<file path="src/vsc_config.svh">
// ==================================================
// response checker configuration
// beat size and field widths shared by every block
// ==================================================
`ifndef VSC_CONFIG_SVH
`define VSC_CONFIG_SVH

// bytes per read data beat, which also sizes the byte and compare masks
`define VSC_DATA_BYTES 16

// read data width in bits
`define VSC_DATA_W (`VSC_DATA_BYTES * 8)

// width of a byte offset within one beat
`define VSC_OFS_W ($clog2(`VSC_DATA_BYTES))

// the response ID carries the address increment N
`define VSC_ID_W 8

`define VSC_NAI_W 8

// pattern word width
`define VSC_PAT_W 32

`endif

</file>
<file path="src/vsc_axi_pkg.sv">
// ==================================================
// AXI read response channel types
// ==================================================
`include "vsc_config.svh"

package vsc_axi_pkg;

  // AXI response encoding
  typedef enum logic [1:0] {
    RESP_OKAY   = 2'b00,
    RESP_EXOKAY = 2'b01,
    RESP_SLVERR = 2'b10,
    RESP_DECERR = 2'b11
  } vsc_resp_e;

  // one sample of the read response channel
  // poison comes in on its own user bit
  typedef struct packed {
    logic                   rvalid;
    logic [`VSC_ID_W-1:0]   rid;
    logic [`VSC_DATA_W-1:0] rdata;
    vsc_resp_e              rresp;
    logic                   poison;
  } vsc_rd_resp_t;

endpackage

</file>
<file path="src/vsc_check_pkg.sv">
// ==================================================
// response checker pipeline, report and FSM types
// ==================================================
`include "vsc_config.svh"

package vsc_check_pkg;

  // a response on its way through capture and pattern generation
  typedef struct packed {
    logic [`VSC_ID_W-1:0]   n;
    logic [`VSC_DATA_W-1:0] data;
    logic                   slverr;
    logic                   poison;
  } vsc_beat_t;

  // the same response with N+P and the expanded expected beat
  typedef struct packed {
    vsc_beat_t              beat;
    logic [`VSC_PAT_W-1:0]  npp;
    logic [`VSC_DATA_W-1:0] exp_data;
  } vsc_exp_beat_t;

  // settings of one set of writes
  typedef struct packed {
    logic [`VSC_PAT_W-1:0]      p;
    logic [2:0]                 pattern_size;
    logic [`VSC_DATA_BYTES-1:0] byte_mask;
    logic [`VSC_NAI_W-1:0]      nai;
  } vsc_cfg_t;

  // description of the first mismatch of a set
  typedef struct packed {
    logic [`VSC_ID_W-1:0]  increment;
    logic [`VSC_PAT_W-1:0] expected;
    logic [`VSC_PAT_W-1:0] received;
    logic [`VSC_OFS_W-1:0] byte_offset;
  } vsc_err_report_t;

  typedef enum logic [3:0] {
    IDLE            = 4'd0,
    START           = 4'd1,
    CHECK_COUNT     = 4'd2,
    START_ERROR     = 4'd3,
    COLLECT_ERROR_1 = 4'd4,
    COLLECT_ERROR_2 = 4'd5,
    RECORD_ERROR    = 4'd6,
    PRECOMPLETE     = 4'd7,
    COMPLETE        = 4'd8
  } vsc_state_e;

endpackage

</file>
<file path="src/vsc_compare_stage.sv">
// ==================================================
// byte compare and first-error hold, stages 6 and 7
// ==================================================
`timescale 1ns/1ps
`include "vsc_config.svh"

module vsc_compare_stage
(
  input  logic                         clk,
  input  logic                         reset_n,
  input  logic                         i_rready,
  input  logic                         i_enable,
  input  logic                         i_valid,
  input  vsc_check_pkg::vsc_exp_beat_t i_exp,
  input  logic [`VSC_DATA_BYTES-1:0]   i_byte_mask,
  output logic                         o_valid,
  output logic                         o_error_found,
  output logic [`VSC_DATA_BYTES-1:0]   o_mismatch_mask,
  output vsc_check_pkg::vsc_exp_beat_t o_err_beat,
  output logic                         o_slverr,
  output logic                         o_poison
);

  localparam int NB = `VSC_DATA_BYTES;

  logic                         s6_valid;
  vsc_check_pkg::vsc_exp_beat_t s6_exp;
  logic [NB-1:0]                s6_mismatch;
  logic [NB-1:0]                byte_diff;

  // one bit per enabled byte that differs from the expected byte
  always_comb
  begin
    for (int i = 0; i < NB; i++)
    begin
      byte_diff[i] = i_byte_mask[i]
                  && (i_exp.beat.data[8*i +: 8] != i_exp.exp_data[8*i +: 8]);
    end
  end

  always_ff @(posedge clk)
  begin
    if (!reset_n || !i_rready)
    begin
      s6_valid <= 1'b0;
      o_valid  <= 1'b0;
    end
    else
    begin
      s6_valid <= i_valid;
      o_valid  <= s6_valid;
    end
  end

  always_ff @(posedge clk)
  begin
    if (i_valid)
    begin
      s6_exp      <= i_exp;
      s6_mismatch <= byte_diff;
    end
  end

  // ==================================================
  // stage 7 keeps the first bad beat until the next enable
  always_ff @(posedge clk)
  begin
    if (!reset_n || i_enable)
    begin
      o_error_found   <= 1'b0;
      o_mismatch_mask <= '0;
      o_slverr        <= 1'b0;
      o_poison        <= 1'b0;
    end
    else if (s6_valid)
    begin
      o_slverr <= o_slverr | s6_exp.beat.slverr;
      o_poison <= o_poison | s6_exp.beat.poison;
      if (!o_error_found)
      begin
        o_error_found   <= |s6_mismatch;
        o_mismatch_mask <= s6_mismatch;
      end
    end
  end

  always_ff @(posedge clk)
  begin
    if (s6_valid && !o_error_found)
      o_err_beat <= s6_exp;
  end

endmodule

</file>
<file path="src/vsc_error_extract.sv">
// ==================================================
// first error extraction, byte offset then received pattern
// ==================================================
`timescale 1ns/1ps
`include "vsc_config.svh"

module vsc_error_extract
(
  input  logic                       clk,
  input  logic                       reset_n,
  input  logic                       i_start,
  input  logic [`VSC_DATA_BYTES-1:0] i_mismatch_mask,
  input  logic [`VSC_DATA_W-1:0]     i_data,
  input  logic [2:0]                 i_pattern_size,
  output logic [`VSC_OFS_W-1:0]      o_byte_offset,
  output logic [`VSC_PAT_W-1:0]      o_pattern
);

  localparam int OFS_W = `VSC_OFS_W;
  localparam int PAT_W = `VSC_PAT_W;

  logic             start_q;
  logic [OFS_W-1:0] first_bad;
  logic [OFS_W-1:0] slot_base;

  // the lowest mismatching byte wins, so scan from the top down
  always_comb
  begin
    first_bad = '0;
    for (int i = `VSC_DATA_BYTES - 1; i >= 0; i--)
    begin
      if (i_mismatch_mask[i])
        first_bad = OFS_W'(i);
    end
  end

  // start of the pattern slot that holds the bad byte
  always_comb
  begin
    case (i_pattern_size)
      3'd4:    slot_base = {o_byte_offset[OFS_W-1:2], 2'b00};
      3'd2:    slot_base = {o_byte_offset[OFS_W-1:1], 1'b0};
      default: slot_base = o_byte_offset;
    endcase
  end

  always_ff @(posedge clk)
  begin
    if (!reset_n)
      start_q <= 1'b0;
    else
      start_q <= i_start;
  end

  always_ff @(posedge clk)
  begin
    if (i_start)
      o_byte_offset <= first_bad;
    if (start_q)
    begin
      case (i_pattern_size)
        3'd4:    o_pattern <= i_data[8*slot_base +: 32];
        3'd2:    o_pattern <= PAT_W'(i_data[8*slot_base +: 16]);
        default: o_pattern <= PAT_W'(i_data[8*slot_base +: 8]);
      endcase
    end
  end

endmodule

</file>
<file path="src/vsc_expected_pattern.sv">
// ==================================================
// expected beat generation, pipeline stages 3 to 5
// forms N+P, sizes it and expands it under the byte mask
// ==================================================
`timescale 1ns/1ps
`include "vsc_config.svh"

module vsc_expected_pattern
(
  input  logic                         clk,
  input  logic                         reset_n,
  input  logic                         i_rready,
  input  logic                         i_valid,
  input  vsc_check_pkg::vsc_beat_t     i_beat,
  input  vsc_check_pkg::vsc_cfg_t      i_cfg,
  output logic                         o_valid,
  output vsc_check_pkg::vsc_exp_beat_t o_exp
);

  localparam int NB    = `VSC_DATA_BYTES;
  localparam int PAT_W = `VSC_PAT_W;

  logic                     s3_valid;
  vsc_check_pkg::vsc_beat_t s3_beat;
  logic [PAT_W-1:0]         s3_npp;
  logic                     s4_valid;
  vsc_check_pkg::vsc_beat_t s4_beat;
  logic [PAT_W-1:0]         s4_npp;
  logic [PAT_W-1:0]         s4_pattern;
  logic [`VSC_DATA_W-1:0]   expanded;

  // each aligned slot gets a copy of the pattern
  // bytes with a clear mask bit stay zero
  function automatic logic [`VSC_DATA_W-1:0] expand_pattern
  (
    input logic [PAT_W-1:0] pattern,
    input logic [2:0]       size,
    input logic [NB-1:0]    mask
  );
    logic [`VSC_DATA_W-1:0] beat;
    beat = '0;
    for (int i = 0; i < NB; i++)
    begin
      if (mask[i])
      begin
        case (size)
          3'd4:    beat[8*i +: 8] = pattern[8*(i % 4) +: 8];
          3'd2:    beat[8*i +: 8] = pattern[8*(i % 2) +: 8];
          default: beat[8*i +: 8] = pattern[7:0];
        endcase
      end
    end
    return beat;
  endfunction

  always_ff @(posedge clk)
  begin
    if (!reset_n || !i_rready)
    begin
      s3_valid <= 1'b0;
      s4_valid <= 1'b0;
      o_valid  <= 1'b0;
    end
    else
    begin
      s3_valid <= i_valid;
      s4_valid <= s3_valid;
      o_valid  <= s4_valid;
    end
  end

  // ==================================================
  // stage 3 adds the ID to the base pattern of the set
  always_ff @(posedge clk)
  begin
    if (i_valid)
    begin
      s3_beat <= i_beat;
      s3_npp  <= PAT_W'(i_beat.n) + i_cfg.p;
    end
  end

  // stage 4 keeps only the bits of the pattern size
  always_ff @(posedge clk)
  begin
    if (s3_valid)
    begin
      s4_beat <= s3_beat;
      s4_npp  <= s3_npp;
      case (i_cfg.pattern_size)
        3'd4:    s4_pattern <= s3_npp;
        3'd2:    s4_pattern <= PAT_W'(s3_npp[15:0]);
        3'd1:    s4_pattern <= PAT_W'(s3_npp[7:0]);
        default: s4_pattern <= '0;
      endcase
    end
  end

  // stage 5 registers the expanded beat
  assign expanded = expand_pattern(s4_pattern, i_cfg.pattern_size, i_cfg.byte_mask);

  always_ff @(posedge clk)
  begin
    if (s4_valid)
    begin
      o_exp.beat     <= s4_beat;
      o_exp.npp      <= s4_npp;
      o_exp.exp_data <= expanded;
    end
  end

endmodule

</file>
<file path="src/vsc_response_control.sv">
// ==================================================
// response checker control FSM
// counts the responses of a set and sequences error recording
// ==================================================
`timescale 1ns/1ps
`include "vsc_config.svh"

module vsc_response_control
(
  input  logic                  clk,
  input  logic                  reset_n,
  input  logic                  i_enable,
  input  logic [`VSC_NAI_W-1:0] i_nai,
  input  logic                  i_rsp_valid,
  input  logic                  i_error_found,
  input  logic                  i_slverr,
  input  logic                  i_poison,
  output logic                  o_busy,
  output logic                  o_rready,
  output logic                  o_start_gather,
  output logic                  o_record_error,
  output logic                  o_slverr,
  output logic                  o_poison
);

  localparam int CNT_W = `VSC_NAI_W + 1;

  vsc_check_pkg::vsc_state_e state;
  vsc_check_pkg::vsc_state_e next_state;
  logic [`VSC_NAI_W-1:0]     nai_q;
  logic [CNT_W-1:0]          rsp_count;
  logic                      count_done;
  logic                      initialize;
  logic                      set_not_busy;

  // a set is complete after NAI+1 responses
  assign count_done = rsp_count >= (CNT_W'(nai_q) + CNT_W'(1));

  always_ff @(posedge clk)
  begin
    if (!reset_n)
      nai_q <= '0;
    else if (i_enable)
      nai_q <= i_nai;
  end

  always_ff @(posedge clk)
  begin
    if (!reset_n || i_enable)
      rsp_count <= '0;
    else if (i_rsp_valid)
      rsp_count <= rsp_count + CNT_W'(1);
  end

  // ==================================================
  // busy, rready and the set flags
  always_ff @(posedge clk)
  begin
    if (!reset_n)
    begin
      o_busy   <= 1'b0;
      o_rready <= 1'b0;
    end
    else if (initialize)
    begin
      o_busy   <= 1'b1;
      o_rready <= 1'b1;
    end
    else
    begin
      if (set_not_busy)
        o_busy <= 1'b0;
      if (count_done || set_not_busy)
        o_rready <= 1'b0;
    end
  end

  always_ff @(posedge clk)
  begin
    if (!reset_n || i_enable)
    begin
      o_slverr <= 1'b0;
      o_poison <= 1'b0;
    end
    else if (state == vsc_check_pkg::PRECOMPLETE)
    begin
      o_slverr <= i_slverr;
      o_poison <= i_poison;
    end
  end

  // ==================================================
  always_ff @(posedge clk)
  begin
    if (!reset_n)
      state <= vsc_check_pkg::IDLE;
    else
      state <= next_state;
  end

  always_comb
  begin
    next_state     = state;
    initialize     = 1'b0;
    o_start_gather = 1'b0;
    o_record_error = 1'b0;
    set_not_busy   = 1'b0;
    case (state)
      vsc_check_pkg::IDLE:
      begin
        initialize = i_enable;
        if (i_enable)
          next_state = vsc_check_pkg::START;
      end
      vsc_check_pkg::START:
        next_state = vsc_check_pkg::CHECK_COUNT;
      // an error takes priority over the end of the set
      vsc_check_pkg::CHECK_COUNT:
      begin
        if (i_error_found)
          next_state = vsc_check_pkg::START_ERROR;
        else if (count_done)
          next_state = vsc_check_pkg::PRECOMPLETE;
      end
      vsc_check_pkg::START_ERROR:
      begin
        o_start_gather = 1'b1;
        next_state     = vsc_check_pkg::COLLECT_ERROR_1;
      end
      vsc_check_pkg::COLLECT_ERROR_1:
        next_state = vsc_check_pkg::COLLECT_ERROR_2;
      // the extractor outputs settle by the end of this state
      vsc_check_pkg::COLLECT_ERROR_2:
        next_state = vsc_check_pkg::RECORD_ERROR;
      vsc_check_pkg::RECORD_ERROR:
      begin
        o_record_error = 1'b1;
        next_state     = vsc_check_pkg::PRECOMPLETE;
      end
      vsc_check_pkg::PRECOMPLETE:
        next_state = vsc_check_pkg::COMPLETE;
      vsc_check_pkg::COMPLETE:
      begin
        set_not_busy = 1'b1;
        next_state   = vsc_check_pkg::IDLE;
      end
      default:
        next_state = vsc_check_pkg::IDLE;
    endcase
  end

endmodule

</file>
<file path="src/vsc_response_top.sv">
// ==================================================
// read response checker top level
// ==================================================
`timescale 1ns/1ps
`include "vsc_config.svh"

module vsc_response_top
(
  input  logic                           clk,
  input  logic                           reset_n,
  input  vsc_axi_pkg::vsc_rd_resp_t      i_rd_resp,
  input  vsc_check_pkg::vsc_cfg_t        i_cfg,
  input  logic                           i_enable,
  output logic                           o_rready,
  output logic                           o_busy,
  output logic                           o_record_error,
  output logic                           o_error_found,
  output vsc_check_pkg::vsc_err_report_t o_error_report,
  output logic                           o_slverr,
  output logic                           o_poison
);

  vsc_check_pkg::vsc_beat_t     cap_beat;
  logic                         cap_valid;
  vsc_check_pkg::vsc_exp_beat_t exp_beat;
  logic                         exp_valid;
  vsc_check_pkg::vsc_exp_beat_t err_beat;
  logic [`VSC_DATA_BYTES-1:0]   mismatch_mask;
  logic                         rsp_valid;
  logic                         sticky_slverr;
  logic                         sticky_poison;
  logic                         start_gather;
  logic [`VSC_OFS_W-1:0]        err_offset;
  logic [`VSC_PAT_W-1:0]        err_pattern;

  vsc_rsp_capture capture_i
  (
    .clk       ( clk       ),
    .reset_n   ( reset_n   ),
    .i_rd_resp ( i_rd_resp ),
    .i_rready  ( o_rready  ),
    .o_beat    ( cap_beat  ),
    .o_valid   ( cap_valid )
  );

  vsc_expected_pattern expected_i
  (
    .clk      ( clk       ),
    .reset_n  ( reset_n   ),
    .i_rready ( o_rready  ),
    .i_valid  ( cap_valid ),
    .i_beat   ( cap_beat  ),
    .i_cfg    ( i_cfg     ),
    .o_valid  ( exp_valid ),
    .o_exp    ( exp_beat  )
  );

  vsc_compare_stage compare_i
  (
    .clk             ( clk             ),
    .reset_n         ( reset_n         ),
    .i_rready        ( o_rready        ),
    .i_enable        ( i_enable        ),
    .i_valid         ( exp_valid       ),
    .i_exp           ( exp_beat        ),
    .i_byte_mask     ( i_cfg.byte_mask ),
    .o_valid         ( rsp_valid       ),
    .o_error_found   ( o_error_found   ),
    .o_mismatch_mask ( mismatch_mask   ),
    .o_err_beat      ( err_beat        ),
    .o_slverr        ( sticky_slverr   ),
    .o_poison        ( sticky_poison   )
  );

  vsc_error_extract extract_i
  (
    .clk             ( clk                ),
    .reset_n         ( reset_n            ),
    .i_start         ( start_gather       ),
    .i_mismatch_mask ( mismatch_mask      ),
    .i_data          ( err_beat.beat.data ),
    .i_pattern_size  ( i_cfg.pattern_size ),
    .o_byte_offset   ( err_offset         ),
    .o_pattern       ( err_pattern        )
  );

  vsc_response_control control_i
  (
    .clk            ( clk            ),
    .reset_n        ( reset_n        ),
    .i_enable       ( i_enable       ),
    .i_nai          ( i_cfg.nai      ),
    .i_rsp_valid    ( rsp_valid      ),
    .i_error_found  ( o_error_found  ),
    .i_slverr       ( sticky_slverr  ),
    .i_poison       ( sticky_poison  ),
    .o_busy         ( o_busy         ),
    .o_rready       ( o_rready       ),
    .o_start_gather ( start_gather   ),
    .o_record_error ( o_record_error ),
    .o_slverr       ( o_slverr       ),
    .o_poison       ( o_poison       )
  );

  // the report is read while o_record_error is high
  assign o_error_report.increment   = err_beat.beat.n;
  assign o_error_report.expected    = err_beat.npp;
  assign o_error_report.received    = err_pattern;
  assign o_error_report.byte_offset = err_offset;

endmodule

</file>
<file path="src/vsc_rsp_capture.sv">
// ==================================================
// read response capture, pipeline stages 1 and 2
// ==================================================
`timescale 1ns/1ps

module vsc_rsp_capture
(
  input  logic                      clk,
  input  logic                      reset_n,
  input  vsc_axi_pkg::vsc_rd_resp_t i_rd_resp,
  input  logic                      i_rready,
  output vsc_check_pkg::vsc_beat_t  o_beat,
  output logic                      o_valid
);

  logic                      s1_valid;
  vsc_axi_pkg::vsc_rd_resp_t s1_rsp;

  // a beat is only accepted while rready is high
  always_ff @(posedge clk)
  begin
    if (!reset_n || !i_rready)
    begin
      s1_valid <= 1'b0;
      o_valid  <= 1'b0;
    end
    else
    begin
      s1_valid <= i_rd_resp.rvalid;
      o_valid  <= s1_valid;
    end
  end

  always_ff @(posedge clk)
  begin
    if (i_rready && i_rd_resp.rvalid)
      s1_rsp <= i_rd_resp;
  end

  // stage 2 turns SLVERR and poison into per-beat flags
  always_ff @(posedge clk)
  begin
    if (s1_valid)
    begin
      o_beat.n      <= s1_rsp.rid;
      o_beat.data   <= s1_rsp.rdata;
      o_beat.slverr <= (s1_rsp.rresp == vsc_axi_pkg::RESP_SLVERR);
      o_beat.poison <= s1_rsp.poison;
    end
  end

endmodule

</file>
<file path="config.mk">
export PLATFORM = sky130hd
export DESIGN_NAME = vsc_response_top
export DESIGN_NICKNAME = d
export VERILOG_FILES = /design/src/vsc_axi_pkg.sv /design/src/vsc_check_pkg.sv /design/src/vsc_compare_stage.sv /design/src/vsc_error_extract.sv /design/src/vsc_expected_pattern.sv /design/src/vsc_response_control.sv /design/src/vsc_response_top.sv /design/src/vsc_rsp_capture.sv
export VERILOG_INCLUDE_DIRS = /design/src /design/src/src
export SDC_FILE = /design/constraint.sdc
export NUM_CORES = 1
export LEC_CHECK = 0
export ABC_CLOCK_PERIOD_IN_PS = 9900
export BUFFER_PORTS_ARGS = -buffer_cell sky130_fd_sc_hd__buf_2
export CORE_MARGIN = 2
export CORE_UTILIZATION = 54
export DETAILED_ROUTE_END_ITERATION = 6
export GPL_TIMING_DRIVEN = 0
export PLACE_DENSITY = 0.72
export SKIP_LAST_GASP = 1
export SLEW_MARGIN = 20
export SYNTH_ARGS = -nofsm -noshare
export SYNTH_HDL_FRONTEND = slang
export SYNTH_SLANG_ARGS = --single-unit
</file>
<file path="constraint.sdc">
create_clock -name clk -period 9.9 [get_ports clk]
set_clock_uncertainty 0.2 [all_clocks]
set_input_delay 1.485 -clock clk [delete_from_list [all_inputs] [get_ports clk]]
set_output_delay 1.485 -clock clk [all_outputs]
set_load 0.005 [all_outputs]
</file>
==> impl_metrics.yaml <==
synthesis:
  async_flop_share_pct: 0
  syn_area_um2: 49200
  synth_edf_count: 1337
  synth_top_area_share_pct: 81.6
  synth_cell_types: 61
  synth_area_leaders: "edfxtp_1 (82%), xor2_1 (2.5%), dfxtp_1 (2.1%)"
  yosys_warnings: 0
  yosys_most_used_dff: "edfxtp_1"
  yosysTopAreaCell: "edfxtp_1"
  synth_seq_cells: 1389
  yosysSeqAreaShare_pct: 83.8
  postSynthAreaPerCell_um2: 19.5
  syn-num-nets: 2750
  syn_inst: 2528
floorplan:
  io_pins: 284
  fp.dieW_um: 306
  fp.dieH_um: 306
  start_util_pct: 54.5
  die_area_um2: 93500
  std_cell_rows: 110
  core_area_um2: 90100
sta:
  setup_viol: 0
  timing_hold_violations_final: 0
  finalSetupTns_ns: 0
  rsz0062_at_grt: "false"
  finalMaxSlewViolations: 0
  final.setup.worst_slack_ns: 5.83
  fin_crit_sh_pct: 41.1
  fmax_mhz: 246
  slew_headroom_pct: 16.3
  fin_crit_ns: 4.07
  worstMarginPinSlew_ns: 1.22
  whs_ns: 0.194
clocking:
  clk_path_buf_depth: 3
  cts_resized: 0
  clkSlewWorstSetupHoldPaths_ns: 0.06
  cts_tree: "done"
  cts_hold_buf: 0
  h-tree-depth: 4
  cts_sinks: 1389
  clkLatencyLatePin_ns: 0.77
  cts_root_buf: "clkbuf_16"
  post_cts_buffers: 0
  cts_buffers: 134
global_route:
  grt_max_degree: 66
  grt_antenna_before_repair: 7
  grtUsageTotal_pct: 24.8
  grt_overflow: 0
  grt_pass1_wl_um: 164000
  grt_pass1_vias: 23918
routing:
  avgRoutedWirePerCell_um: 26.7
  vias: 23823
  vias_per_cell: 5.60
  finalWirelength_um: 114000
  initialDrtViolationCount: 2783
  ant_nets: 0
  drtPass1Iterations: 5
  drc_errors: 0
pwr:
  power_density_nw_per_um2: 207
  finalPower_mw: 11.8
  internal-power_mw: 9.38
  switching_share_pct: 20.6
  peakVddDrop_mv: 0.185
  p_switching_mw: 2.43
  clkPwrFrac_pct: 41.5
  power_leakage_nw: 19.3
  pwr-share-seq_pct: 55.2
  pwr-share-comb_pct: 3.3
critical_path:
  worst-path-buf-inv: 5
  cp-start-kind: "input pin"
  crit_path_frequent_cell: "buf_6"
  crit_chain: "buf_2 -> or3b_1 -> buf_6 -> and2_4 -> buf_6 -> buf_8 -> buf_1 -> mux4_2 -> o21ai_0"
  crit_family: "buffers and inverters"
  critical_path.max_fanout: 10
  required_ns: 10.14
  crit_type: "input pin to flop"
  end_kind: "flop"
  slowest_delay_ns: 0.66
  arrival_ns: 4.31
  cp_slowest_cell: "buf_1"
status:
  status: "complete, no violations"
min_path:
  hp-class: "flop to flop"
cells_and_area:
  nNetsFinal: 3194
  fin_util_pct: 63.3
  areaGrowthSynthToFinish_pct: 16.0
  layout-drive-gt1-share_pct: 19.8
place:
  dp_hpwl_um: 80600
  place_congestion: 0.924
  dpl_worst_slack_ns: 5.17
  port-buffer-count: 282
run:
  cap_violations: 0
cells by family after synthesis:
logic type | Yosys count | share of synthesized area (%)
and+or+nand+nor | 510 | 5.16
adders and majority gates | 20 | 0.524
buffers and inverters | 125 | 1.44
xor gates and xnor gates | 176 | 3.13
AOI/OAI and AO/OA | 193 | 2.57
DFF | 1389 | 83.8
muxes | 115 | 3.41
registers in the layout, summed over array words and instances, names as in the netlist, 8 cells and up:
register and cells:
expected_i.o_exp 298, compare_i.s6_exp 170, compare_i.o_err_beat 168, capture_i.s1_rsp 139, capture_i.o_beat 138, expected_i.s3_beat 138
expected_i.s4_beat 138, expected_i.s3_npp 32, expected_i.s4_npp 32, expected_i.s4_pattern 32, extract_i.o_pattern 32, compare_i.o_mismatch_mask 16
compare_i.s6_mismatch 16, control_i.rsp_count 9, control_i.nai_q 8
power groups by stage:
stage                     Combinational [mW]  Sequential, mW  Clock, mW
after floorplan                        0.192            6.66          0
after global placement                 0.346            6.68          0
after detailed placement               0.383            6.65          0
after CTS                              0.386            6.53       5.01
after global routing                   0.415            6.53       5.22
final                                  0.387            6.52       4.90
worst paths after layout:
kind,start,to,depth (start not counted),slack (ns)
setup / recovery,i_cfg[26],extract_i.o_pattern[14]$_DFFE_PP_,9,5.83
hold / removal,expected_i.s4_beat[15]$_DFFE_PP_,expected_i.o_exp[175]$_DFFE_PP_,0,0.19
setup reg to reg,extract_i.o_byte_offset[2]$_SDFFCE_PP0P_,extract_i.o_pattern[14]$_DFFE_PP_,6,6.15
hold reg to reg,expected_i.s4_beat[15]$_DFFE_PP_,expected_i.o_exp[175]$_DFFE_PP_,0,0.19
cell usage after synthesis, drive strengths merged, types with 14 or more instances:
master and n:
ha 19, edfxtp 1337, nor2 117, and2 60, a21boi 14, nand3 31, o211ai 15, mux4 41
mux2i 73, xnor2 33, o21ai 28, inv 19, buf 64, nor4 38, clkbuf 36, dfxtp 52
nand2 134, nor2b 68, xor2 143, a21oi 56, and3 27
routing by layer:
| layer | vias to the layer above | routed length, µm | global-route usage (%) |
|---|---|---|---|
| li1 | 10569 | - | - |
| met5 | - | 26 | 0 |
| met1 | 12158 | 49100 | 35.3 |
| met3 | 174 | 7070 | 4.18 |
| met2 | 916 | 54700 | 39.4 |
| met4 | 6 | 2890 | 8.00 |
cell usage in the layout, fill, tap and decap left out, types with 46 or more instances in the layout:
cell type and n:
edfxtp_1 1337, buf_2 290, xor2_1 143, nand2_1 134, clkbuf_16 134, nor2_1 115
mux2i_1 70, nor2b_1 68, and2_1 58, clkbuf_1 56, a21oi_1 56, buf_4 47
dfxtp_1 46
through the flow:
stage	cell area, µm²	cells
floorplan	49200	2528
global placement	52100	3986
detailed placement	52800	4012
CTS	57000	4253
global route	57000	4254
finish	57000	4255
area by class of cell:
type	instances	area, µm²
Inverter	25	93.8
Clock inverter	85	831
Tap cell	1176	1470
Buffer	100	614
Antenna cell	2	5.00
Multi-Input combinational cell	1014	7300
Fill cell	5983	33100
Clock buffer	156	3460
Sequential cell	1389	41200
Timing Repair Buffer	308	2060
(Power assumes the default switching activity.)
